==> src/hdl/isaPkg.sv <==
package isaPkg;

	//////////////////////////////////////////////////
	// Machine widths
	//////////////////////////////////////////////////

	localparam int dataWidth = 16;
	localparam int instrWidth = 18;
	localparam int progAddrWidth = 8;
	localparam int dataAddrWidth = 8;

	typedef logic [3:0] regIdx_t;

	// Opcode occupies the top four bits in both formats
	typedef enum logic [3:0] {
		ADD  = 4'h0,
		SUB  = 4'h1,
		AND  = 4'h2,
		OR   = 4'h3,
		XOR  = 4'h4,
		MOV  = 4'h5,
		LDI  = 4'h6,
		INC  = 4'h7,
		DEC  = 4'h8,
		LD   = 4'h9,
		ST   = 4'ha,
		OUT  = 4'hb,
		JMP  = 4'hc,
		JZ   = 4'hd,
		HALT = 4'he,
		NOP  = 4'hf
	} opcode_t;

	//////////////////////////////////////////////////
	// Instruction formats
	//////////////////////////////////////////////////

	// Register form
	typedef struct packed {
		opcode_t opcode;
		regIdx_t dest;
		regIdx_t srcA;
		regIdx_t srcB;
		logic [1:0] unused;
	} instrReg_t;

	// Immediate form, used by LDI, JMP and JZ
	typedef struct packed {
		opcode_t opcode;
		regIdx_t dest;
		logic [9:0] imm;
	} instrImm_t;

	typedef union packed {
		instrReg_t r;
		instrImm_t i;
	} instr_u;

endpackage

==> src/hdl/alu.sv <==
`timescale 1ns/1ps

module alu (
	input  logic [isaPkg::dataWidth-1:0] a,
	input  logic [isaPkg::dataWidth-1:0] b,
	input  isaPkg::opcode_t op,
	output logic [isaPkg::dataWidth-1:0] result,
	output logic zero,
	output logic carry,
	output logic negative
);
	import isaPkg::*;

	// Extra top bit holds carry out or borrow
	logic [dataWidth:0] wide;

	always_comb begin
		case (op)
			ADD: wide = {1'b0, a} + {1'b0, b};
			SUB: wide = {1'b0, a} - {1'b0, b};
			INC: wide = {1'b0, a} + 1'b1;
			DEC: wide = {1'b0, a} - 1'b1;
			AND: wide = {1'b0, a & b};
			OR:  wide = {1'b0, a | b};
			XOR: wide = {1'b0, a ^ b};
			// Pass b for register moves and immediates
			MOV, LDI: wide = {1'b0, b};
			default: wide = '0;
		endcase
	end

	assign result = wide[dataWidth-1:0];
	assign carry = wide[dataWidth];
	assign zero = (result == '0);
	assign negative = result[dataWidth-1];

endmodule

==> config.mk <==
export PLATFORM = sky130hd
export DESIGN_NAME = alu
export DESIGN_NICKNAME = d
export VERILOG_FILES = /design/src/hdl/isaPkg.sv /design/src/hdl/alu.sv
export SDC_FILE = /design/constraint.sdc
export NUM_CORES = 1
export LEC_CHECK = 0
export BUFFER_PORTS_ARGS = -buffer_cell sky130_fd_sc_hd__clkbuf_2
export CORE_UTILIZATION = 35
export DETAILED_ROUTE_END_ITERATION = 7
export SYNTH_ARGS = -nofsm -noshare
export SYNTH_HDL_FRONTEND = slang
export SYNTH_SLANG_ARGS = --single-unit
==> constraint.sdc <==
create_clock -name vclk -period 12.35
set_input_delay 2.47 -clock vclk [all_inputs]
set_output_delay 2.47 -clock vclk [all_outputs]
set_load 0.05 [all_outputs]
==> results.sh <==
export IMPL_fin_cells=527
export IMPL_worstPathArrival_ps=7180
export IMPL_hold_viol=0
export IMPL_overflow=0
export IMPL_syn_inst=392
export IMPL_setup_tns_ps=0
export IMPL_via_per_inst=5.87
export IMPL_seq_cell_count=0
export IMPL_min_path_type="primary input to output port"
export IMPL_wl_um=8590
export IMPL_drc=0
export IMPL_cts_setup_buffers=0
export IMPL_tightestPinTransition_ps=1300
export IMPL_synthDistinctLibCells=58
export IMPL_post_route_period_util_pct=78.1
export IMPL_cts_hold_buf=0
export IMPL_initialDrtViolationCount=282
export IMPL_post_cts_resized=0
export IMPL_synth_area_um2=2730
export IMPL_syn_nets=479
export IMPL_cp_end_kind="output port"
export IMPL_yosys_area_top_type_share_pct=22.9
export IMPL_hpwlAfterDp_um=6830
export IMPL_cp_max_fo=29
export IMPL_synth_area_leader_cell="ha_1"
export IMPL_slew_viol_final=0
export IMPL_wl_per_cell_um=16.3
export IMPL_seqCellArea_um2=0
export IMPL_via_count=3091
export IMPL_std_cell_rows=31
export IMPL_port_buffers=55
export IMPL_crit_buf_inv=2
export IMPL_critical_path_cell_chain="clkbuf_2 -> nor3_1 -> o21ai_0 -> o211ai_1 -> a21oi_1 -> ha_1 -> o21ai_0 -> o21ai_0 -> a21oi_1 -> o41ai_1 -> xnor2_1 -> o221ai_1 -> nand4bb_1 -> nor4_2 -> clkbuf_2"
export IMPL_drive_above_1_share_pct=16.6
export IMPL_crit_top_cell="o21ai_0"
export IMPL_setup_ws_ps=2700
export IMPL_core_area_um2=7410
export IMPL_die_area_um2=8150
export IMPL_start_kind="primary input"
export IMPL_placed_area_um2=3040
export IMPL_power_mw=0.171
export IMPL_dp_slack_ps=2780
export IMPL_slowest_delay_ps=1150
export IMPL_leakage_nw=1.40
export IMPL_topRoutingLayerUsed="met4"
export IMPL_ir_worst_vdd_mv=0.0372
export IMPL_cap_violations=0
export IMPL_die_x_um=90.3
export IMPL_synth_area_per_cell_um2=6.96
export IMPL_die_height_um=90.3
export IMPL_cellPowerDensity_nw_per_um2=56.3
export IMPL_timing_slew_headroom_pct=12.6
export IMPL_worstPathRequired_ps=9880
export IMPL_grt_pass1_wl_um=14200
export IMPL_antenna_found_initial=0
export IMPL_synth_area_leaders="ha_1, o21ai_0, xnor2_1"
export IMPL_finalSetupViolations=0
export IMPL_yosysWarnings=0
export IMPL_slowest_stage="nor3_1"
export IMPL_dp_cells=527
export IMPL_max_freq_ghz=0.104
export IMPL_timing_final_crit_period_ps=9650
export IMPL_synth_common_cells="o21ai_0, ha_1, inv_1"
export IMPL_n_clock_buffer=0
export IMPL_wl_met2_um=4010
export IMPL_grt_max_degree=31
export IMPL_place_congestion=0.869
export IMPL_crit_family="compound AO/OA/AOI/OAI gates"
export IMPL_dr_pass1_iters=5
export IMPL_track_usage_pct=20.4
export IMPL_ant_nets=0
export IMPL_wl_met3_um=341
export IMPL_num_io_pins=55
export IMPL_ys_seq_area_share_pct=0
export IMPL_start_util_pct=36.8
export IMPL_stdcell_area_um2=3040
export IMPL_yosysMostFrequentCell="o21ai_0"
export IMPL_antenna_cells=0
export IMPL_rsz0062_at_grt="false"
export IMPL_status="finished clean"
export IMPL_nets=517
export IMPL_met1_length_um=4170
export IMPL_grt_pass1_vias=2827
export IMPL_crit_type="primary input to output port"
export IMPL_synthToLayoutAreaGrowth_pct=11.5
-- layout make-up --
cell class                 instances  area, um^2
fill                             794        4370
inverter                          40         150
multi-input combinational        330        2470
tap                               99         124
timing repair buffer              58         298
-- final timing paths --
check              from         to  slack (ps)  cells past startpoint
setup / recovery  op[3]       zero        2700                     15
hold / removal     b[1]  result[1]        5490                      4
-- layout by cell type (no fill, tap or decap), types with 2 or more instances in the layout --
master / count
a211oi_1: 5
o31ai_1: 2
a21o_1: 5
xnor2_1: 20
nor3_1: 13
clkbuf_2: 55
nor4_1: 3
o211ai_1: 11
buf_4: 3
nor2b_1: 3
o221ai_1: 7
nand2b_1: 6
inv_1: 39
nor4b_2: 2
a21oi_1: 25
xor2_1: 7
ha_1: 50
or3_1: 6
nand3_1: 18
o21bai_1: 3
o21a_1: 2
a31oi_1: 4
nand4bb_1: 2
o21ai_0: 59
nor2_1: 10
nand4_1: 3
a222oi_1: 13
a22oi_1: 2
nand2_1: 24
-- layer usage --
metal	vias up	track usage, %
met5	-	0
met3	4	0.168
met1	1447	30.0
li1	1551	-
met2	89	34.3
met4	0	2.15
-- power by group --
group / switching, mW / internal [mW] / leakage, nW
clock network: 0 / 0 / 0
registers: 0 / 0 / 0
logic: 0.115 / 0.0565 / 1.40
total: 0.115 / 0.0565 / 1.40
-- logic make-up after synthesis --
logic type / synth area share, %
fa+ha+maj: 23.7
compound gates: 35.3
buf+inv: 9.49
xor+xnor: 9.67
simple gates: 21.9
-- stage by stage --
stage / hold slack (ps) / util, %
floorplan: 5250 / -
global placement: 5510 / 41.1
detailed placement: 5500 / 41.1
CTS: 5500 / 41.1
global route: 5540 / 41.1
finish: 5490 / 41.1
-- tightest hold or removal path: stages --
cell      delay (ps)
clkbuf_2         120
nand3_1           80
nand3_1          100
clkbuf_2         250
Note: power is estimated with default switching activity, not from simulation.
