**src/hdl/isaPkg.sv**
```systemverilog
package isaPkg;

	//////////////////////////////////////////////////
	// Machine widths
	//////////////////////////////////////////////////

	localparam int dataWidth = 16;
	localparam int instrWidth = 18;
	localparam int progAddrWidth = 8;
	localparam int dataAddrWidth = 8;

	typedef logic [3:0] regIdx_t;

	// Opcode occupies the top four bits in both formats
	typedef enum logic [3:0] {
		ADD  = 4'h0,
		SUB  = 4'h1,
		AND  = 4'h2,
		OR   = 4'h3,
		XOR  = 4'h4,
		MOV  = 4'h5,
		LDI  = 4'h6,
		INC  = 4'h7,
		DEC  = 4'h8,
		LD   = 4'h9,
		ST   = 4'ha,
		OUT  = 4'hb,
		JMP  = 4'hc,
		JZ   = 4'hd,
		HALT = 4'he,
		NOP  = 4'hf
	} opcode_t;

	//////////////////////////////////////////////////
	// Instruction formats
	//////////////////////////////////////////////////

	// Register form
	typedef struct packed {
		opcode_t opcode;
		regIdx_t dest;
		regIdx_t srcA;
		regIdx_t srcB;
		logic [1:0] unused;
	} instrReg_t;

	// Immediate form, used by LDI, JMP and JZ
	typedef struct packed {
		opcode_t opcode;
		regIdx_t dest;
		logic [9:0] imm;
	} instrImm_t;

	typedef union packed {
		instrReg_t r;
		instrImm_t i;
	} instr_u;

endpackage

```
**src/hdl/busPkg.sv**
```systemverilog
package busPkg;

	// One write into program RAM during the load phase
	typedef struct packed {
		logic we;
		logic [isaPkg::progAddrWidth-1:0] addr;
		logic [isaPkg::instrWidth-1:0] data;
	} progWrite_t;

	typedef enum logic {
		seq  = 1'b0,
		jump = 1'b1
	} pcSel_t;

	// Decoder output bundle
	typedef struct packed {
		isaPkg::opcode_t aluOp;
		logic useImm;
		logic regWe;
		isaPkg::regIdx_t dest;
		logic memRead;
		logic memWrite;
		logic outReq;
		logic flagWe;
		logic halt;
		pcSel_t pcSel;
	} ctrl_t;

	// Load waiting one cycle for data RAM
	typedef struct packed {
		logic valid;
		isaPkg::regIdx_t dest;
	} pendLoad_t;

endpackage

```
**src/hdl/pipelineRegister.sv**
```systemverilog
`timescale 1ns/1ps

module pipelineRegister (
	input  logic clk,
	input  logic rstN,
	input  logic issueLoad,
	input  isaPkg::regIdx_t loadDest,
	input  logic [isaPkg::dataWidth-1:0] memData,
	input  logic [isaPkg::dataWidth-1:0] rawA,
	input  logic [isaPkg::dataWidth-1:0] rawB,
	input  isaPkg::regIdx_t srcA,
	input  isaPkg::regIdx_t srcB,
	output logic [isaPkg::dataWidth-1:0] opA,
	output logic [isaPkg::dataWidth-1:0] opB,
	output busPkg::pendLoad_t pend
);

	logic hitA;
	logic hitB;

	// A new load replaces the one retiring this cycle
	always_ff @(posedge clk or negedge rstN) begin
		if (!rstN) begin
			pend <= '0;
		end else begin
			pend.valid <= issueLoad;
			pend.dest <= loadDest;
		end
	end

	//////////////////////////////////////////////////
	// Forwarding of load data into operands
	//////////////////////////////////////////////////

	assign hitA = pend.valid && (pend.dest == srcA);
	assign hitB = pend.valid && (pend.dest == srcB);

	assign opA = hitA ? memData : rawA;
	assign opB = hitB ? memData : rawB;

endmodule

```
**config.mk**
```make
export PLATFORM = sky130hd
export DESIGN_NAME = pipelineRegister
export DESIGN_NICKNAME = d
export VERILOG_FILES = /design/src/hdl/isaPkg.sv /design/src/hdl/busPkg.sv /design/src/hdl/pipelineRegister.sv
export SDC_FILE = /design/constraint.sdc
export NUM_CORES = 1
export LEC_CHECK = 0
export BUFFER_PORTS_ARGS = -buffer_cell sky130_fd_sc_hd__buf_2
export CORE_ASPECT_RATIO = 1.75
export CORE_UTILIZATION = 25
export CTS_CLUSTER_DIAMETER = 120
export DETAILED_ROUTE_END_ITERATION = 7
export PLACE_DENSITY = 0.77
export SLEW_MARGIN = 0
export SYNTH_ARGS = -nofsm -noshare
export SYNTH_HDL_FRONTEND = slang
export SYNTH_SLANG_ARGS = --single-unit
```
**constraint.sdc**
```tcl
create_clock -name clk -period 1.7 [get_ports clk]
set_clock_uncertainty 0.2 [all_clocks]
set_input_delay 0 -clock clk [delete_from_list [all_inputs] [get_ports clk]]
set_output_delay 0 -clock clk [all_outputs]
set_load 0.01 [all_outputs]
```
==> out/metrics.csv <==
metric,value,unit
largest_reg_flops,5,
holdWs,0.1063,ns
tightest_slew,0.2761,ns
clockBufferDepth,2,
finalWorstSetupSlack,-0.3253,ns
final-setup-viol-count,32,
synth_top_area_cell,mux2_2,
ys_warn_count,0,
cp_cell_sequence,xor2_1 -> nor4_4 -> buf_12 -> mux2_2 -> buf_2,
largest-register,pend,
drtIter0Drc,5,
portBuffers,99,
cp-end-kind,output pin,
detail_route.first_pass.iterations,2,
wl_per_cell,14.34,um
synthTopCellsByArea,"mux2_2 (57%), dfrtp_1 (20%), xor2_1 (8.4%)",
rsz0062_at_grt,yes,
fillCellCount,204,
antenna_cells,0,
timing_worst_setup_path_type,reg -> out,
synth_seq_cells,5,
grt-ovfl-total,0,
ys_types,7,
nets,226,
tritoncts,done,
crit_buf_inv,2,
crit_required,1.50,ns
syn_area_per_cell,12.32,sq um
fin_crit_sh,119.1,%
drive_gt1_share,87.04,%
fp.dieW,39.89,um
min_period,2.025,ns
violations,negative setup slack,
hp-class,in -> out,
fmaxAchievable,493.7,MHz
drc,0,
clkTransAtPathRegs,0.03,ns
top_regs,pend x5,
internal_power,465.1,uW
drv_cap,0,
slew_violations,0,
final_antenna_net_count,0,
grt_max_degree,17,
drt-total-wl,2681,um
finalInstanceArea,0.001370,sq mm
cts_setup_buffers,0,
netlist_instances,51,
grt_pass1_vias,831,
ir_drop,0.4707,mV
swShare,29.14,%
core,0.002331,sq mm
crit_path_max_fanout,16,
dp.final_hpwl,2141,um
ys_seq_area_share,19.92,%
pin_count,100,
p_total,656.4,uW
p_switching,191.3,uW
placed_area,0.001192,sq mm
comb_power_share,45.7,%
syn_area,628.1,sq um
die_h,68.31,um
row_count,23,
htreeDepth,1,
viasPerCell,4.674,
slowest_delay,0.43,ns
track_usage,19.57,%
yosysTopAreaCellShare,57.37,%
syn_to_final_growth,118.1,%
p_per_area,479.1,mW/mm^2
outcome,"complete, but fails checks",
crit_family,flip-flops,
numCtsBuffers,3,
antenna_found_initial,0,
startpoint_type,register,
cts.sinks,5,
initial_core_util,26.95,%
p_seq_share,20.3,%
cp_slowest_cell,dfrtp_2,
syn_nets,114,
cp.arrival,1.83,ns
gp_routability_congestion,0.6979,
grt_pass1_wl,3546,um
p_leak,0.6990,nW
clockRootBuffer,clkbuf_8,
slew_headroom,81.53,%
p_clk_share,34.0,%
finalHoldViolations,0,
dp_slack,-0.08449,ns
die_area,0.002725,sq mm
vias,874,
fin_util,58.78,%
-- metal layers --
layer  GRT usage, %  routed length [um]  vias to the layer above
met4          11.64                  57                        0
met2          37.30                1454                       78
met3          8.117                 390                        5
met1          14.26                 779                      383
li1               -                   -                      408
met5              0                   0                        -
-- synth_stat cells (all sizes together) --
cell / instances
nor4: 2
dfrtp: 5
mux2: 32
nand2: 2
xnor2: 2
xor2: 6
buf: 2
-- area by class of cell --
type | instances | area [sq um] | area share (%)
clock buffers | 4 | 45.04 | 3.288
multi-input cells | 44 | 491.7 | 35.89
flip-flops and latches | 5 | 126.4 | 9.224
well taps | 25 | 31.28 | 2.283
repair buffers | 109 | 675.6 | 49.32
-- cells by family (layout without fill, tap and decap cells) --
logic type    Yosys count  after routing  share of synthesized area [%]
mux                    32             32                          57.37
xor+xnor                8              8                          11.16
flops                   5              5                          19.92
simple gates            4              4                          7.968
buf+inv                 2            113                          3.585
-- repair_timing --
action                                  CTS  global route
hold buffers                              7             0
pin swaps                                 0             0
endpoints found under the hold margin    10             0
resized for setup                         0            10
endpoints found under the setup margin   32            32
-- final timing paths --
kind / slack (ns) / start / endpoint / cells past startpoint
worst min-delay path: 0.11 / rawB[0] / opB[0] / 3
min in group asynchronous: 0.52 / rstN / pend[0] / 3
max in group asynchronous: 0.57 / rstN / pend[1] / 3
worst max-delay path: -0.33 / pend[1] / opA[8] / 5
-- power by group through the flow --
| stage | Sequential (mW) | Clock, mW | Combinational [mW] |
|---|---|---|---|
| after detailed placement | 0.135 | 0 | 0.265 |
| after floorplan | 0.137 | 0 | 0.121 |
| final | 0.133 | 0.223 | 0.300 |
| after global placement | 0.134 | 0 | 0.258 |
| after global routing | 0.134 | 0.233 | 0.326 |
| after CTS | 0.134 | 0.227 | 0.278 |
-- cell usage in the layout, fill, tap and decap left out --
master and count:
buf_12 2, buf_2 89, buf_4 1, buf_6 10, clkbuf_1 1, clkbuf_8 3
dfrtp_1 4, dfrtp_2 1, dlygate4sd3_1 7, mux2_2 31, mux2_4 1, nand2_1 2
nor4_4 2, xnor2_1 2, xor2_1 5, xor2_2 1
-- metrics by stage --
stage / cells / setup TNS [ns]
finish: 187 / -9.964
global route: 187 / -11.22
CTS: 187 / -10.14
detailed placement: 176 / -2.205
global placement: 176 / -1.851
floorplan: 51 / -2.388
Power figures use the tool's default switching activity.
