[src/hdl/isaPkg.sv]
package isaPkg;

	//////////////////////////////////////////////////
	// Machine widths
	//////////////////////////////////////////////////

	localparam int dataWidth = 16;
	localparam int instrWidth = 18;
	localparam int progAddrWidth = 8;
	localparam int dataAddrWidth = 8;

	typedef logic [3:0] regIdx_t;

	// Opcode occupies the top four bits in both formats
	typedef enum logic [3:0] {
		ADD  = 4'h0,
		SUB  = 4'h1,
		AND  = 4'h2,
		OR   = 4'h3,
		XOR  = 4'h4,
		MOV  = 4'h5,
		LDI  = 4'h6,
		INC  = 4'h7,
		DEC  = 4'h8,
		LD   = 4'h9,
		ST   = 4'ha,
		OUT  = 4'hb,
		JMP  = 4'hc,
		JZ   = 4'hd,
		HALT = 4'he,
		NOP  = 4'hf
	} opcode_t;

	//////////////////////////////////////////////////
	// Instruction formats
	//////////////////////////////////////////////////

	// Register form
	typedef struct packed {
		opcode_t opcode;
		regIdx_t dest;
		regIdx_t srcA;
		regIdx_t srcB;
		logic [1:0] unused;
	} instrReg_t;

	// Immediate form, used by LDI, JMP and JZ
	typedef struct packed {
		opcode_t opcode;
		regIdx_t dest;
		logic [9:0] imm;
	} instrImm_t;

	typedef union packed {
		instrReg_t r;
		instrImm_t i;
	} instr_u;

endpackage

[src/hdl/registerFile.sv]
`timescale 1ns/1ps

module registerFile (
	input  logic clk,
	input  logic rstN,
	input  isaPkg::regIdx_t rdA,
	input  isaPkg::regIdx_t rdB,
	output logic [isaPkg::dataWidth-1:0] dataA,
	output logic [isaPkg::dataWidth-1:0] dataB,
	input  logic weA,
	input  isaPkg::regIdx_t wrA,
	input  logic [isaPkg::dataWidth-1:0] wdA,
	input  logic weB,
	input  isaPkg::regIdx_t wrB,
	input  logic [isaPkg::dataWidth-1:0] wdB
);
	import isaPkg::*;

	logic [dataWidth-1:0] regs [2**$bits(regIdx_t)];

	assign dataA = regs[rdA];
	assign dataB = regs[rdB];

	always_ff @(posedge clk or negedge rstN) begin
		if (!rstN) begin
			for (int i = 0; i < 2**$bits(regIdx_t); i++) begin
				regs[i] <= '0;
			end
		end else begin
			if (weB) begin
				regs[wrB] <= wdB;
			end
			// Port A comes last so the younger write wins
			if (weA) begin
				regs[wrA] <= wdA;
			end
		end
	end

endmodule

[config.mk]
export PLATFORM = sky130hd
export DESIGN_NAME = registerFile
export DESIGN_NICKNAME = d
export VERILOG_FILES = /design/src/hdl/isaPkg.sv /design/src/hdl/registerFile.sv
export SDC_FILE = /design/constraint.sdc
export NUM_CORES = 1
export LEC_CHECK = 0
export BUFFER_PORTS_ARGS = -buffer_cell sky130_fd_sc_hd__buf_4
export CORE_MARGIN = 2
export CORE_UTILIZATION = 55
export CTS_BUF_LIST = sky130_fd_sc_hd__clkbuf_16
export CTS_CLUSTER_DIAMETER = 150
export DETAILED_ROUTE_END_ITERATION = 8
export GPL_TIMING_DRIVEN = 0
export PLACE_DENSITY = 0.73
export SLEW_MARGIN = 5
export SYNTH_ARGS = -nofsm -noshare
export SYNTH_HDL_FRONTEND = slang
export SYNTH_SLANG_ARGS = --single-unit
[constraint.sdc]
create_clock -name clk -period 1.54 [get_ports clk]
set_input_delay 0.077 -clock clk [delete_from_list [all_inputs] [get_ports clk]]
set_output_delay 0.077 -clock clk [all_outputs]
set_load 0.03 [all_outputs]
==> parameters.txt <==
Parameter                              Value

STA
  Number of failing hold endpoints at the final stage ... 0
  Sum of negative setup slack ... -15700 ps
  Worst Max-Slew Pin Slew ... 839 ps
  Fin Hold WS ... 28.2 ps
  Headroom to the max-slew limit ... 44.1%
  Slack of the critical path ... -560 ps
  Unrepaired setup endpoints after global routing ... yes
  Worst-case clock skew ... 0 ps
  Fin. max-slew vios ... 0
  Maximum clock rate ... 476 MHz
  Period utilisation layout ... 136%
  Minimum period implied by the final worst setup slack ... roughly 2100 ps
  Setup Viol. Count Final ... 36

Layout
  ANT cells ... 0
  Flip-flop count of the largest register, all copies and words added ... roughly 260
  Register bank with the most flops ... regs
  Proportion of layout cells with a drive suffix above 1 ... 19.6%
  Layout Area Growth over Synthesis ... 16.4%
  Largest registers ... regs: 256 flops
  Filler instances ... 2441
  Non-filler instance count after layout ... 2407
  Final layout net count ... 2040

Floorplan
  Area of the core region ... 30500 um2
  DIE HEIGHT ... 180 um
  Row Count ... 64
  Top-level port count ... 84
  Die Outline Area ... 32300 um2
  Starting density of the core ... 55.7%
  Width of the die ... 180 um

Routing
  Routed Antenna Nets ... 0
  Vias ... 18263
  Count of unresolved DRC violations after routing ... 0
  First-pass DRT Iterations ... 8
  Routed length per instance ... between 20 and 30 um
  Final wirelength ... 71800 um
  First DRT Iteration DRCs ... about 3100
  Mean number of vias per cell ... 7.59

Synthesis
  Proportion of synthesized chip area in sequential cells ... a little under two fifths
  Dominant combinational cell family by area after synthesis ... compound AO/OA/AOI/OAI gates
  Number of different library cells in the post-synthesis netlist ... 26
  Number of synthesized register bits ... 256
  Fraction of synthesized area in multiplexers ... 17.0%
  Mean post-synth cell area ... between 9 and 10 um2
  Post-synthesis share of cell area spent on xor and xnor gates ... 0%
  Count of flip-flops with a built-in enable after synthesis ... 0
  Number of warning messages in the yosys log ... 0
  Area share of the largest cell type after synthesis ... 37.7%
  Share of the synthesized area in compound gates (AO/OA/AOI/OAI) ... 19.8%
  Proportion of synthesized flip-flops having asynchronous set or reset ... between 90% and 100%
  Most frequently used cell type in the post-synthesis netlist ... sky130_fd_sc_hd__nand3_1
  Netlist area before placement ... around 17000 um2
  Top flip-flop cell by instance count after synthesis ... sky130_fd_sc_hd__dfrtp_1
  Post-Synthesis Net Count ... 1926
  Adder and majority gate portion of the synthesized area ... 0%
  List of most frequent post-synthesis cells ... 260 x sky130_fd_sc_hd__nand3_1, 257 x sky130_fd_sc_hd__nor3_1, 256 x sky130_fd_sc_hd__a31oi_1, 256 x sky130_fd_sc_hd__dfrtp_1, 256 x sky130_fd_sc_hd__o21ai_0
  Largest cells by area after synthesis ... sky130_fd_sc_hd__dfrtp_1 38%, sky130_fd_sc_hd__mux4_2 17%, sky130_fd_sc_hd__a31oi_1 9.4%, sky130_fd_sc_hd__nand3_1 7.7%, sky130_fd_sc_hd__nor3_1 7.6%
  Library cell with the largest summed area after synthesis ... sky130_fd_sc_hd__dfrtp_1
  Synthesized-area fraction occupied by and/or/nand/nor cells ... 18.3%
  Number of instances in the synthesized netlist ... 1874

Setup path
  Critical path type ... flop to primary output
  Launching element type of the critical path ... flop
  Reg-to-Reg Start ... regs[202]
  Worst Reg-to-Reg Cells ... 3
  CP Capture Type ... primary output
  Endpoint required time on the critical path ... 1460 ps
  Arrival time of the worst setup path ... just over 2000 ps
  Endpoint of the lowest-slack register-to-register path ... regs[202]
  Register-to-Register Setup Slack ... between 600 and 700 ps
  Critical Path Fanout Max ... 3
  Startpoint of the worst setup timing path ... regs[204]
  Critical Path Sink ... dataB[12]

Global routing
  Number of antenna violations at the first check in global routing ... 0
  Remaining global-route overflow ... 0
  First-pass GRT wire length ... between 100000 and 150000 um
  Via count of the first global-routing pass ... around 19000
  Total Routing Usage GR ... 43.6%
  Pin count of the biggest net entering global routing ... roughly 110

Place
  Cell count after placement ... 2317
  Detailed Place HPWL ... 53600 um
  Buffers on Ports ... 45
  Final weighted congestion of routability-driven global placement ... 1.05

CTS
  Number of levels the H-tree was split into ... 2
  Number of buffers inserted during clock tree synthesis ... 34
  Source-to-sink clock delay at the later pin of the worst-skew pair ... between 500 and 600 ps
  Clock tree from TritonCTS ... done
  Clock root buffer ... sky130_fd_sc_hd__clkbuf_16
  Clock-pin slew of the registers on the worst-case setup and hold paths ... approximately 60 ps
  Clock tree sinks ... 256
  Bufs on Longest Clock Path ... 3

Run status
  Violated checks ... setup timing
  Outcome ... complete, but fails checks

Worst hold path
  Hold Path Class ... input pin to asynchronous set/reset pin

Run
  Max-Cap Viols ... 0

Power and ir drop
  Worst-case vdd ir drop ... 0.000913 V
  Total leakage power ... 6.73 nW
  Cell Pwr Density ... between 1000 and 1500 nW/um2
  Total power ... 0.0259 W
-- layout make-up --
cell class,count,area [um2],share of cell area [%]
Multi-Input combinational cell,1312,9690,49.0
Sequential cell,256,6410,32.4
Buffer,306,1280,6.50
Clock buffer,37,926,4.68
Timing Repair Buffer,78,807,4.08
Tap cell,396,495,2.50
Clock inverter,22,174,0.879
-- cells by family (layout without fill, tap and decap cells) --
| logic type | after synthesis | count (layout) |
|---|---|---|
| simple gates | 608 | 608 |
| compound gates | 576 | 576 |
| buf+inv | 306 | 443 |
| flops | 256 | 256 |
| mux | 128 | 128 |
-- metal layers --
layer | wire length (um) | share of wire, % | track usage [%]
met1 | 24000 | 33 | 51.3
met2 | 33100 | 46 | 69.5
met3 | 9560 | 13 | 12.9
met4 | 5170 | 7.2 | 29.3
met5 | 0 | 0 | 0
-- what timing repair did --
item / 4_1_cts / 5_1_grt
endpoints found under the setup margin: 62 / 205
hold buffers: 16 / 0
gates cloned: 0 / 1
hold endpoints to repair: 236 / 0
resized for setup: 104 / 30
pin swaps: 61 / 4
setup buffers: 4 / 10
-- stage by stage --
stage / utilization (%) / setup slack [ps] / area (um2)
global placement: 58.5 / -1810 / 17800
global route: 64.8 / -572 / 19800
CTS: 64.3 / -492 / 19600
floorplan: - / 10.4 / 17000
detailed placement: 58.7 / -848 / 17900
finish: 64.8 / -560 / 19800
-- power breakdown --
group          total [W]  switching [W]  internal (W)
Combinational    0.00804        0.00440       0.00365
Clock            0.00803        0.00323       0.00480
Sequential       0.00987        0.00144       0.00843
Total             0.0259        0.00906        0.0169
-- worst max-delay path, stage by stage, from the launching register on --
cell and delay, ps:
sky130_fd_sc_hd__dfrtp_1 400, sky130_fd_sc_hd__mux4_2 530, sky130_fd_sc_hd__a22oi_2 250, sky130_fd_sc_hd__nand2_2 140, sky130_fd_sc_hd__buf_6 170
-- placed cells by master (no fill, tap or decap), drive strengths merged --
cell type and count:
clkbuf 268, nand3 260, nor3 257, o21ai 256
a31oi 256, dfrtp 256, buf 137, mux4 128
a22oi 64, nand2 35, or2 18, dlygate4sd3 16
clkinv 12, nor2b 7, nand3b 7, nand2b 5
inv 5, and2 4, or3b 4, nor2 3
and3b 3, bufinv 3, and3 2, clkinvlp 2
nor3b 2, or3 1
-- worst min path at each step --
| stage | startpoint | endpoint | slack [ps] |
|---|---|---|---|
| 2_1_floorplan | rstN | regs[0] | -220 |
| 3_3_place_gp | wdB[5] | regs[21] | 470 |
| 3_5_place_dp | rstN | regs[225] | -7 |
| 4_1_cts | wdA[13] | regs[61] | 30 |
| 5_1_grt | rstN | regs[225] | 70 |
| 6_report | rstN | regs[225] | 30 |
(Power assumes the default switching activity.)
