--- config.mk ---
export PLATFORM = sky130hd
export DESIGN_NAME = controlDecoder
export DESIGN_NICKNAME = d
export VERILOG_FILES = /design/src/hdl/isaPkg.sv /design/src/hdl/busPkg.sv /design/src/hdl/controlDecoder.sv
export SDC_FILE = /design/constraint.sdc
export NUM_CORES = 1
export LEC_CHECK = 0
export BUFFER_PORTS_ARGS = -buffer_cell sky130_fd_sc_hd__buf_2
export CAP_MARGIN = 20
export CORE_AREA = 2 2 39 41
export DETAILED_ROUTE_END_ITERATION = 6
export DIE_AREA = 0 0 41 43
export GPL_ROUTABILITY_DRIVEN = 0
export GPL_TIMING_DRIVEN = 0
export PLACE_DENSITY = 0.48
export SYNTH_ARGS = -nofsm -noshare
export SYNTH_HDL_FRONTEND = slang
export SYNTH_SLANG_ARGS = --single-unit
--- constraint.sdc ---
create_clock -name vclk -period 1
set_clock_uncertainty 0.1 [all_clocks]
set_input_delay 0.05 -clock vclk [all_inputs]
set_output_delay 0.05 -clock vclk [all_outputs]
set_load 0.01 [all_outputs]
--- src/hdl/isaPkg.sv ---
package isaPkg;

	//////////////////////////////////////////////////
	// Machine widths
	//////////////////////////////////////////////////

	localparam int dataWidth = 16;
	localparam int instrWidth = 18;
	localparam int progAddrWidth = 8;
	localparam int dataAddrWidth = 8;

	typedef logic [3:0] regIdx_t;

	// Opcode occupies the top four bits in both formats
	typedef enum logic [3:0] {
		ADD  = 4'h0,
		SUB  = 4'h1,
		AND  = 4'h2,
		OR   = 4'h3,
		XOR  = 4'h4,
		MOV  = 4'h5,
		LDI  = 4'h6,
		INC  = 4'h7,
		DEC  = 4'h8,
		LD   = 4'h9,
		ST   = 4'ha,
		OUT  = 4'hb,
		JMP  = 4'hc,
		JZ   = 4'hd,
		HALT = 4'he,
		NOP  = 4'hf
	} opcode_t;

	//////////////////////////////////////////////////
	// Instruction formats
	//////////////////////////////////////////////////

	// Register form
	typedef struct packed {
		opcode_t opcode;
		regIdx_t dest;
		regIdx_t srcA;
		regIdx_t srcB;
		logic [1:0] unused;
	} instrReg_t;

	// Immediate form, used by LDI, JMP and JZ
	typedef struct packed {
		opcode_t opcode;
		regIdx_t dest;
		logic [9:0] imm;
	} instrImm_t;

	typedef union packed {
		instrReg_t r;
		instrImm_t i;
	} instr_u;

endpackage

--- src/hdl/busPkg.sv ---
package busPkg;

	// One write into program RAM during the load phase
	typedef struct packed {
		logic we;
		logic [isaPkg::progAddrWidth-1:0] addr;
		logic [isaPkg::instrWidth-1:0] data;
	} progWrite_t;

	typedef enum logic {
		seq  = 1'b0,
		jump = 1'b1
	} pcSel_t;

	// Decoder output bundle
	typedef struct packed {
		isaPkg::opcode_t aluOp;
		logic useImm;
		logic regWe;
		isaPkg::regIdx_t dest;
		logic memRead;
		logic memWrite;
		logic outReq;
		logic flagWe;
		logic halt;
		pcSel_t pcSel;
	} ctrl_t;

	// Load waiting one cycle for data RAM
	typedef struct packed {
		logic valid;
		isaPkg::regIdx_t dest;
	} pendLoad_t;

endpackage

--- src/hdl/controlDecoder.sv ---
`timescale 1ns/1ps

module controlDecoder (
	input  isaPkg::instr_u instr,
	input  logic zeroFlag,
	output busPkg::ctrl_t ctrl
);
	import isaPkg::*;
	import busPkg::*;

	opcode_t op;

	// Both formats keep the opcode in the same place
	assign op = instr.r.opcode;

	always_comb begin
		ctrl = '0;
		ctrl.aluOp = op;
		ctrl.dest = instr.r.dest;
		ctrl.pcSel = seq;

		case (op)
			ADD, SUB, AND, OR, XOR, INC, DEC: begin
				ctrl.regWe = 1'b1;
				ctrl.flagWe = 1'b1;
			end
			MOV: begin
				ctrl.regWe = 1'b1;
			end
			LDI: begin
				ctrl.regWe = 1'b1;
				ctrl.useImm = 1'b1;
			end
			// Load data comes back through write port B next cycle
			LD: begin
				ctrl.memRead = 1'b1;
			end
			ST: begin
				ctrl.memWrite = 1'b1;
			end
			OUT: begin
				ctrl.outReq = 1'b1;
			end
			JMP: begin
				ctrl.pcSel = jump;
			end
			JZ: begin
				if (zeroFlag) begin
					ctrl.pcSel = jump;
				end
			end
			HALT: begin
				ctrl.halt = 1'b1;
			end
			default: begin
				// NOP
			end
		endcase
	end

endmodule

==> impl_metrics.xml, run 1 <==
<?xml version="1.0" encoding="UTF-8"?>
<metrics>
  <group name="route">
    <metric name="routed-wl-met3" unit="um">65</metric>
    <metric name="routed.top_layer" unit="">met3</metric>
    <metric name="route.detailed.vias_per_inst" unit="">3.845</metric>
    <metric name="detail-route-antenna-nets" unit="">0</metric>
    <metric name="met2_wirelength" unit="um">233</metric>
    <metric name="final_routed_wirelength" unit="um">457</metric>
    <metric name="vias" unit="">223</metric>
    <metric name="met1_length" unit="um">157</metric>
    <metric name="dr.first_iter.drc_count" unit="">0</metric>
    <metric name="detail_route.drc_violations" unit="">0</metric>
    <metric name="wl_per_cell" unit="um">7.879</metric>
    <metric name="drt_pre_antenna_iters" unit="">1</metric>
  </group>
  <group name="floorplanning">
    <metric name="dieWidth" unit="um">41</metric>
    <metric name="die_area" unit="sq um">1763</metric>
    <metric name="std_cell_rows" unit="">14</metric>
    <metric name="io-pin-count" unit="">35</metric>
    <metric name="initial_core_util" unit="">0.1212</metric>
    <metric name="die-height" unit="um">43</metric>
    <metric name="fp.coreArea" unit="sq um">1384</metric>
  </group>
  <group name="setup_path">
    <metric name="worst_ep_arrival_time" unit="ns">0.65</metric>
    <metric name="biggest_fanout_along_the_worst_timing_path" unit="">8</metric>
    <metric name="worst_ep_required_time" unit="ns">0.85</metric>
    <metric name="timing.critical_path.from_type" unit="">primary input</metric>
    <metric name="crit_path_end_kind" unit="">output port</metric>
    <metric name="slowest_stage" unit="">sky130_fd_sc_hd__nand2b_4</metric>
    <metric name="crit_chain" unit="">buf_2, nand2b_4, nor3b_2, buf_2</metric>
    <metric name="worst_path_largest_cell_delay" unit="ns">0.16</metric>
    <metric name="crit_type" unit="">primary input to output port</metric>
    <metric name="cpMostUsedCell" unit="">sky130_fd_sc_hd__buf_2</metric>
  </group>
  <group name="worst_hold_path">
    <metric name="min_path_type" unit="">primary input to output port</metric>
    <metric name="min_delay_worst_endpoint" unit="">ctrl[6]</metric>
    <metric name="hold_start" unit="">instr[10]</metric>
    <metric name="hold-path-cell-count" unit="">2</metric>
  </group>
  <group name="layout">
    <metric name="layout.clock_buffers" unit="">0</metric>
    <metric name="finalNetCount" unit="">63</metric>
    <metric name="layout_commonest_cell" unit="">sky130_fd_sc_hd__buf_2</metric>
    <metric name="final-seq-area" unit="sq um">0</metric>
    <metric name="flow.area_growth_from_synthesis" unit="%">74.63</metric>
    <metric name="ratio_of_cells_with_drive_above_1_in_the_final_layout" unit="">0.7619</metric>
    <metric name="design.seq.count" unit="">0</metric>
    <metric name="finish.utilization" unit="">0.2116</metric>
    <metric name="final_cell_mix" unit="">sky130_fd_sc_hd__buf_2 (21), sky130_fd_sc_hd__buf_4 (8), sky130_fd_sc_hd__nor3b_2 (2), sky130_fd_sc_hd__nor2_1 (2)</metric>
    <metric name="final.fill_count" unit="">168</metric>
    <metric name="layout.cells.non_filler" unit="">58</metric>
    <metric name="diodes" unit="">0</metric>
  </group>
  <group name="timing">
    <metric name="setup_viol_count_final" unit="">0</metric>
    <metric name="finalMaxSlewViolations" unit="">0</metric>
    <metric name="min_period" unit="ns">0.7956</metric>
    <metric name="worst_pin_slew" unit="ns">0.1834</metric>
    <metric name="timing.max_slew.rel_slack" unit="">0.8767</metric>
    <metric name="grt_setup_unrepaired" unit="">no</metric>
    <metric name="achievable-frequency" unit="MHz">1257</metric>
    <metric name="final_hold_viol_count" unit="">0</metric>
    <metric name="timing.final.crit_share" unit="">0.7956</metric>
    <metric name="whs" unit="ns">0.1826</metric>
    <metric name="setup_total_negative_slack" unit="ns">0</metric>
  </group>
  <group name="yosys">
    <metric name="yosysUniqueCellTypes" unit="">12</metric>
    <metric name="synthesis.area" unit="sq um">167.7</metric>
    <metric name="yosysSeqAreaShare" unit="">0</metric>
    <metric name="netlist_instances" unit="">21</metric>
    <metric name="synth-warning-count" unit="">0</metric>
    <metric name="synth.net_count" unit="">40</metric>
    <metric name="post_synth.cell_area_avg" unit="sq um">7.984</metric>
  </group>
  <group name="power_and_ir_drop">
    <metric name="p_per_area" unit="nW/um^2">389.4</metric>
    <metric name="total_leakage_power" unit="nW">0.1710</metric>
    <metric name="fin_total_pwr" unit="mW">0.1140</metric>
    <metric name="max-vdd-ir-drop" unit="mV">0.06067</metric>
  </group>
  <group name="run_status">
    <metric name="outcome" unit="">finished, final reports clean</metric>
  </group>
  <group name="global_routing">
    <metric name="grt_pass1_wl" unit="um">627</metric>
    <metric name="global_route.usage.total" unit="">0.04695</metric>
    <metric name="initial_antenna_violation_count" unit="">0</metric>
    <metric name="grt_max_degree" unit="">9</metric>
    <metric name="globalRouteOverflowTotal" unit="">0</metric>
    <metric name="via_count_of_the_first_global_routing_pass" unit="">159</metric>
  </group>
  <group name="placement">
    <metric name="io_buffer_count" unit="">21</metric>
    <metric name="place_inst" unit="">58</metric>
  </group>
  <group name="clock_tree">
    <metric name="post_cts_resized" unit="">0</metric>
    <metric name="post_cts_setup_buffers" unit="">0</metric>
    <metric name="postCtsHoldBufs" unit="">0</metric>
  </group>
  <group name="job">
    <metric name="total_of_max_cap_violations" unit="">0</metric>
  </group>
</metrics>
[Yosys cell counts]
cell type	n	share of area
sky130_fd_sc_hd__nand2_1	1	0.022
sky130_fd_sc_hd__and4b_1	1	0.060
sky130_fd_sc_hd__nor2_1	2	0.045
sky130_fd_sc_hd__o2bb2ai_1	1	0.052
sky130_fd_sc_hd__buf_4	8	0.36
sky130_fd_sc_hd__nand2b_4	1	0.082
sky130_fd_sc_hd__a21boi_1	1	0.045
sky130_fd_sc_hd__nor3_1	1	0.030
sky130_fd_sc_hd__and4bb_1	1	0.075
sky130_fd_sc_hd__o31ai_1	1	0.045
sky130_fd_sc_hd__nor2b_1	1	0.037
sky130_fd_sc_hd__nor3b_2	2	0.15
[per-layer routing]
layer,global-route usage,vias to the layer above
li1,-,110
met2,0.08438,14
met4,0,0
met3,0,0
met1,0.06329,99
met5,0,-
[worst max-delay path by stage]
stage | startpoint | end | slack, ns | cells past startpoint
finish | instr[14] | ctrl[11] | 0.20 | 4
global route | instr[14] | ctrl[4] | 0.14 | 4
CTS | instr[14] | ctrl[11] | 0.20 | 4
detailed placement | instr[14] | ctrl[11] | 0.20 | 4
global placement | instr[14] | ctrl[11] | 0.19 | 4
floorplan | instr[14] | ctrl[0] | 0.40 | 2
[worst max-delay path: cells and delay by family]
kind	cells	cell delay, ns
buf+inv	2	0.28
simple gates	2	0.32
[final cells by class]
type / instances / area [sq um] / area share
Multi-Input combinational cell: 13 / 107.6 / 0.3675
Timing Repair Buffer: 21 / 105.1 / 0.3590
Buffer: 8 / 60.06 / 0.2051
Tap cell: 16 / 20.02 / 0.06838
[per-stage QoR]
stage          cell area (sq um)  setup WS (ns)
6_report                   292.8         0.2044
3_5_place_dp               292.8         0.1991
4_1_cts                    292.8         0.1971
3_3_place_gp               292.8         0.1864
5_1_grt                    292.8         0.1387
2_1_floorplan              167.7         0.3962
[where the power goes]
group | switching (mW) | leakage (nW) | internal (mW)
clock | 0 | 0 | 0
sequential | 0 | 0 | 0
combinational | 0.0536 | 0.171 | 0.0604
[cells by family after synthesis]
| kind of cell | share of synthesized area |
|---|---|
| AND/OR/NAND/NOR | 0.4999 |
| buffers and inverters | 0.3582 |
| AO/OA/AOI/OAI | 0.1418 |
Note: power is estimated with default switching activity, not from simulation.
==> run 2: changes to the inputs <==
==> constraint.sdc (replaced) <==
create_clock -name vclk -period 0.8
set_clock_uncertainty 0.1 [all_clocks]
set_input_delay 0.04 -clock vclk [all_inputs]
set_output_delay 0.04 -clock vclk [all_outputs]
set_load 0.01 [all_outputs]
==> run 2 against run 1 <==
Total power grew 31%. Non-clock buffer count is the same. Highest routed layer unchanged. Cell count is the same. Combinational power grew 31%. Critical path depth is the same. Flip-flop and latch count is the same.
==> impl_metrics.xml, run 2 (synthesis results as in run 1) <==
<?xml version="1.0" encoding="UTF-8"?>
<metrics>
  <group name="power_and_ir_drop">
    <metric name="clock_power_share" unit="">0</metric>
    <metric name="max-vdd-ir-drop" unit="mV">0.07578</metric>
    <metric name="internal_power" unit="mW">0.08200</metric>
    <metric name="p_seq_frac" unit="">0</metric>
    <metric name="combinational_share_of_power" unit="">1.000</metric>
    <metric name="power.share.switching" unit="">0.4490</metric>
    <metric name="total_leakage_power" unit="nW">0.1751</metric>
    <metric name="fin_total_pwr" unit="mW">0.1488</metric>
    <metric name="p_per_area" unit="nW/um^2">487.4</metric>
    <metric name="switching_power_of_the_nets" unit="mW">0.06682</metric>
  </group>
  <group name="setup_path">
    <metric name="crit_path_end_kind" unit="">output port</metric>
    <metric name="crit_chain" unit="">buf_2, nand2_1, nor3_1, buf_2</metric>
    <metric name="crit_type" unit="">primary input to output port</metric>
    <metric name="worst_ep_required_time" unit="ns">0.66</metric>
    <metric name="worst_ep_arrival_time" unit="ns">0.60</metric>
    <metric name="worst_path_largest_cell_delay" unit="ns">0.16</metric>
    <metric name="timing.critical_path.from_type" unit="">primary input</metric>
    <metric name="worst_path_dominant_cell_family" unit="">buffers and inverters</metric>
    <metric name="slowest_stage" unit="">sky130_fd_sc_hd__buf_2</metric>
    <metric name="biggest_fanout_along_the_worst_timing_path" unit="">8</metric>
    <metric name="critical_path_buf_inv_count" unit="">2</metric>
    <metric name="start_point_of_the_critical_path" unit="">instr[17]</metric>
    <metric name="cpMostUsedCell" unit="">sky130_fd_sc_hd__buf_2</metric>
  </group>
  <group name="timing">
    <metric name="timing.final.crit_share" unit="">0.9285</metric>
    <metric name="achievable-frequency" unit="MHz">1346</metric>
    <metric name="timing.max_slew.rel_slack" unit="">0.8764</metric>
    <metric name="worst_pin_slew" unit="ns">0.1838</metric>
    <metric name="min_period" unit="ns">0.7428</metric>
    <metric name="finalMaxSlewViolations" unit="">0</metric>
    <metric name="final.setup.worst_slack" unit="ns">0.05717</metric>
    <metric name="grt_setup_unrepaired" unit="">yes</metric>
    <metric name="final_hold_viol_count" unit="">0</metric>
    <metric name="setup_viol_count_final" unit="">0</metric>
  </group>
  <group name="route">
    <metric name="drt_pre_antenna_iters" unit="">4</metric>
    <metric name="vias" unit="">225</metric>
    <metric name="wl_per_cell" unit="um">7.845</metric>
    <metric name="detail_route.drc_violations" unit="">0</metric>
    <metric name="final_routed_wirelength" unit="um">455</metric>
    <metric name="route.detailed.vias_per_inst" unit="">3.879</metric>
    <metric name="detail-route-antenna-nets" unit="">0</metric>
    <metric name="dr.first_iter.drc_count" unit="">1</metric>
  </group>
  <group name="floorplanning">
    <metric name="die-height" unit="um">43</metric>
    <metric name="die_area" unit="sq um">1763</metric>
    <metric name="fp.coreArea" unit="sq um">1384</metric>
    <metric name="initial_core_util" unit="">0.1212</metric>
    <metric name="dieWidth" unit="um">41</metric>
    <metric name="std_cell_rows" unit="">14</metric>
    <metric name="io-pin-count" unit="">35</metric>
  </group>
  <group name="run_status">
    <metric name="outcome" unit="">finished, final reports clean</metric>
  </group>
  <group name="worst_hold_path">
    <metric name="min_delay_worst_endpoint" unit="">ctrl[6]</metric>
    <metric name="hold_start" unit="">instr[10]</metric>
    <metric name="min_path_type" unit="">primary input to output port</metric>
    <metric name="hold-path-cell-count" unit="">2</metric>
  </group>
  <group name="global_routing">
    <metric name="via_count_of_the_first_global_routing_pass" unit="">159</metric>
    <metric name="initial_antenna_violation_count" unit="">0</metric>
    <metric name="global_route.usage.total" unit="">0.04695</metric>
    <metric name="globalRouteOverflowTotal" unit="">0</metric>
    <metric name="grt_pass1_wl" unit="um">627</metric>
    <metric name="grt_max_degree" unit="">9</metric>
  </group>
  <group name="layout">
    <metric name="finalNetCount" unit="">63</metric>
    <metric name="final_cell_mix" unit="">sky130_fd_sc_hd__buf_2 (19), sky130_fd_sc_hd__buf_4 (8), sky130_fd_sc_hd__nor3b_2 (2), sky130_fd_sc_hd__nor2_1 (2)</metric>
    <metric name="design.seq.count" unit="">0</metric>
    <metric name="final-seq-area" unit="sq um">0</metric>
    <metric name="diodes" unit="">0</metric>
    <metric name="finish.utilization" unit="">0.2206</metric>
    <metric name="flow.area_growth_from_synthesis" unit="%">82.09</metric>
    <metric name="ratio_of_cells_with_drive_above_1_in_the_final_layout" unit="">0.7619</metric>
    <metric name="layout.clock_buffers" unit="">0</metric>
    <metric name="layout_commonest_cell" unit="">sky130_fd_sc_hd__buf_2</metric>
  </group>
  <group name="placement">
    <metric name="post-place-ws" unit="ns">0.01908</metric>
    <metric name="io_buffer_count" unit="">21</metric>
  </group>
  <group name="job">
    <metric name="total_of_max_cap_violations" unit="">0</metric>
  </group>
</metrics>
==> run 2: cell types whose count changed in the layout (fill, tap and decap cells not counted) <==
cell / delta
sky130_fd_sc_hd__buf_2: -2
sky130_fd_sc_hd__buf_8: +1
sky130_fd_sc_hd__clkbuf_4: +1
==> run 2: layer usage <==
metal / vias to the layer above / wire [um] / GRT usage
met5: - / 0 / 0
met2: 14 / 242 / 0.08438
met4: 0 / 0 / 0
li1: 110 / - / -
met1: 101 / 145 / 0.06329
met3: 0 / 68 / 0
==> run 2: through the flow <==
stage | cell area [sq um] | TNS (ns) | hold slack (ns) | std cells
after CTS | 292.8 | 0 | 0.1639 | 58
after global placement | 292.8 | 0 | 0.1642 | 58
final | 305.3 | 0 | 0.1626 | 58
after global routing | 305.3 | -0.02267 | 0.1719 | 58
after floorplan | 167.7 | 0 | 0.01295 | 21
after detailed placement | 292.8 | 0 | 0.1639 | 58
==> run 2: what timing repair did <==
item,CTS,global route
gates resized for setup,0,5
hold buffers,0,0
setup buffers,0,0
setup endpoints to repair,0,3
==> run 2: worst max path at each step <==
stage,to,slack [ns],depth (start not counted)
after floorplan,ctrl[0],0.22,2
after global placement,ctrl[11],0.006,4
after detailed placement,ctrl[11],0.02,4
after CTS,ctrl[11],0.02,4
after global routing,ctrl[0],-0.02,4
final,ctrl[0],0.06,4
==> run 2: layout make-up <==
cell class / count / area (sq um)
multi-input cells: 13 / 107.6
well taps: 16 / 20.02
fillers: 170 / 1079
plain buffers: 8 / 60.06
repair buffers: 21 / 117.6
==> run 2: power groups by stage <==
stage,combinational (mW),clock (mW),sequential (mW)
2_1_floorplan,0.0790,0,0
3_3_place_gp,0.144,0,0
3_5_place_dp,0.145,0,0
4_1_cts,0.145,0,0
5_1_grt,0.166,0,0
6_report,0.149,0,0
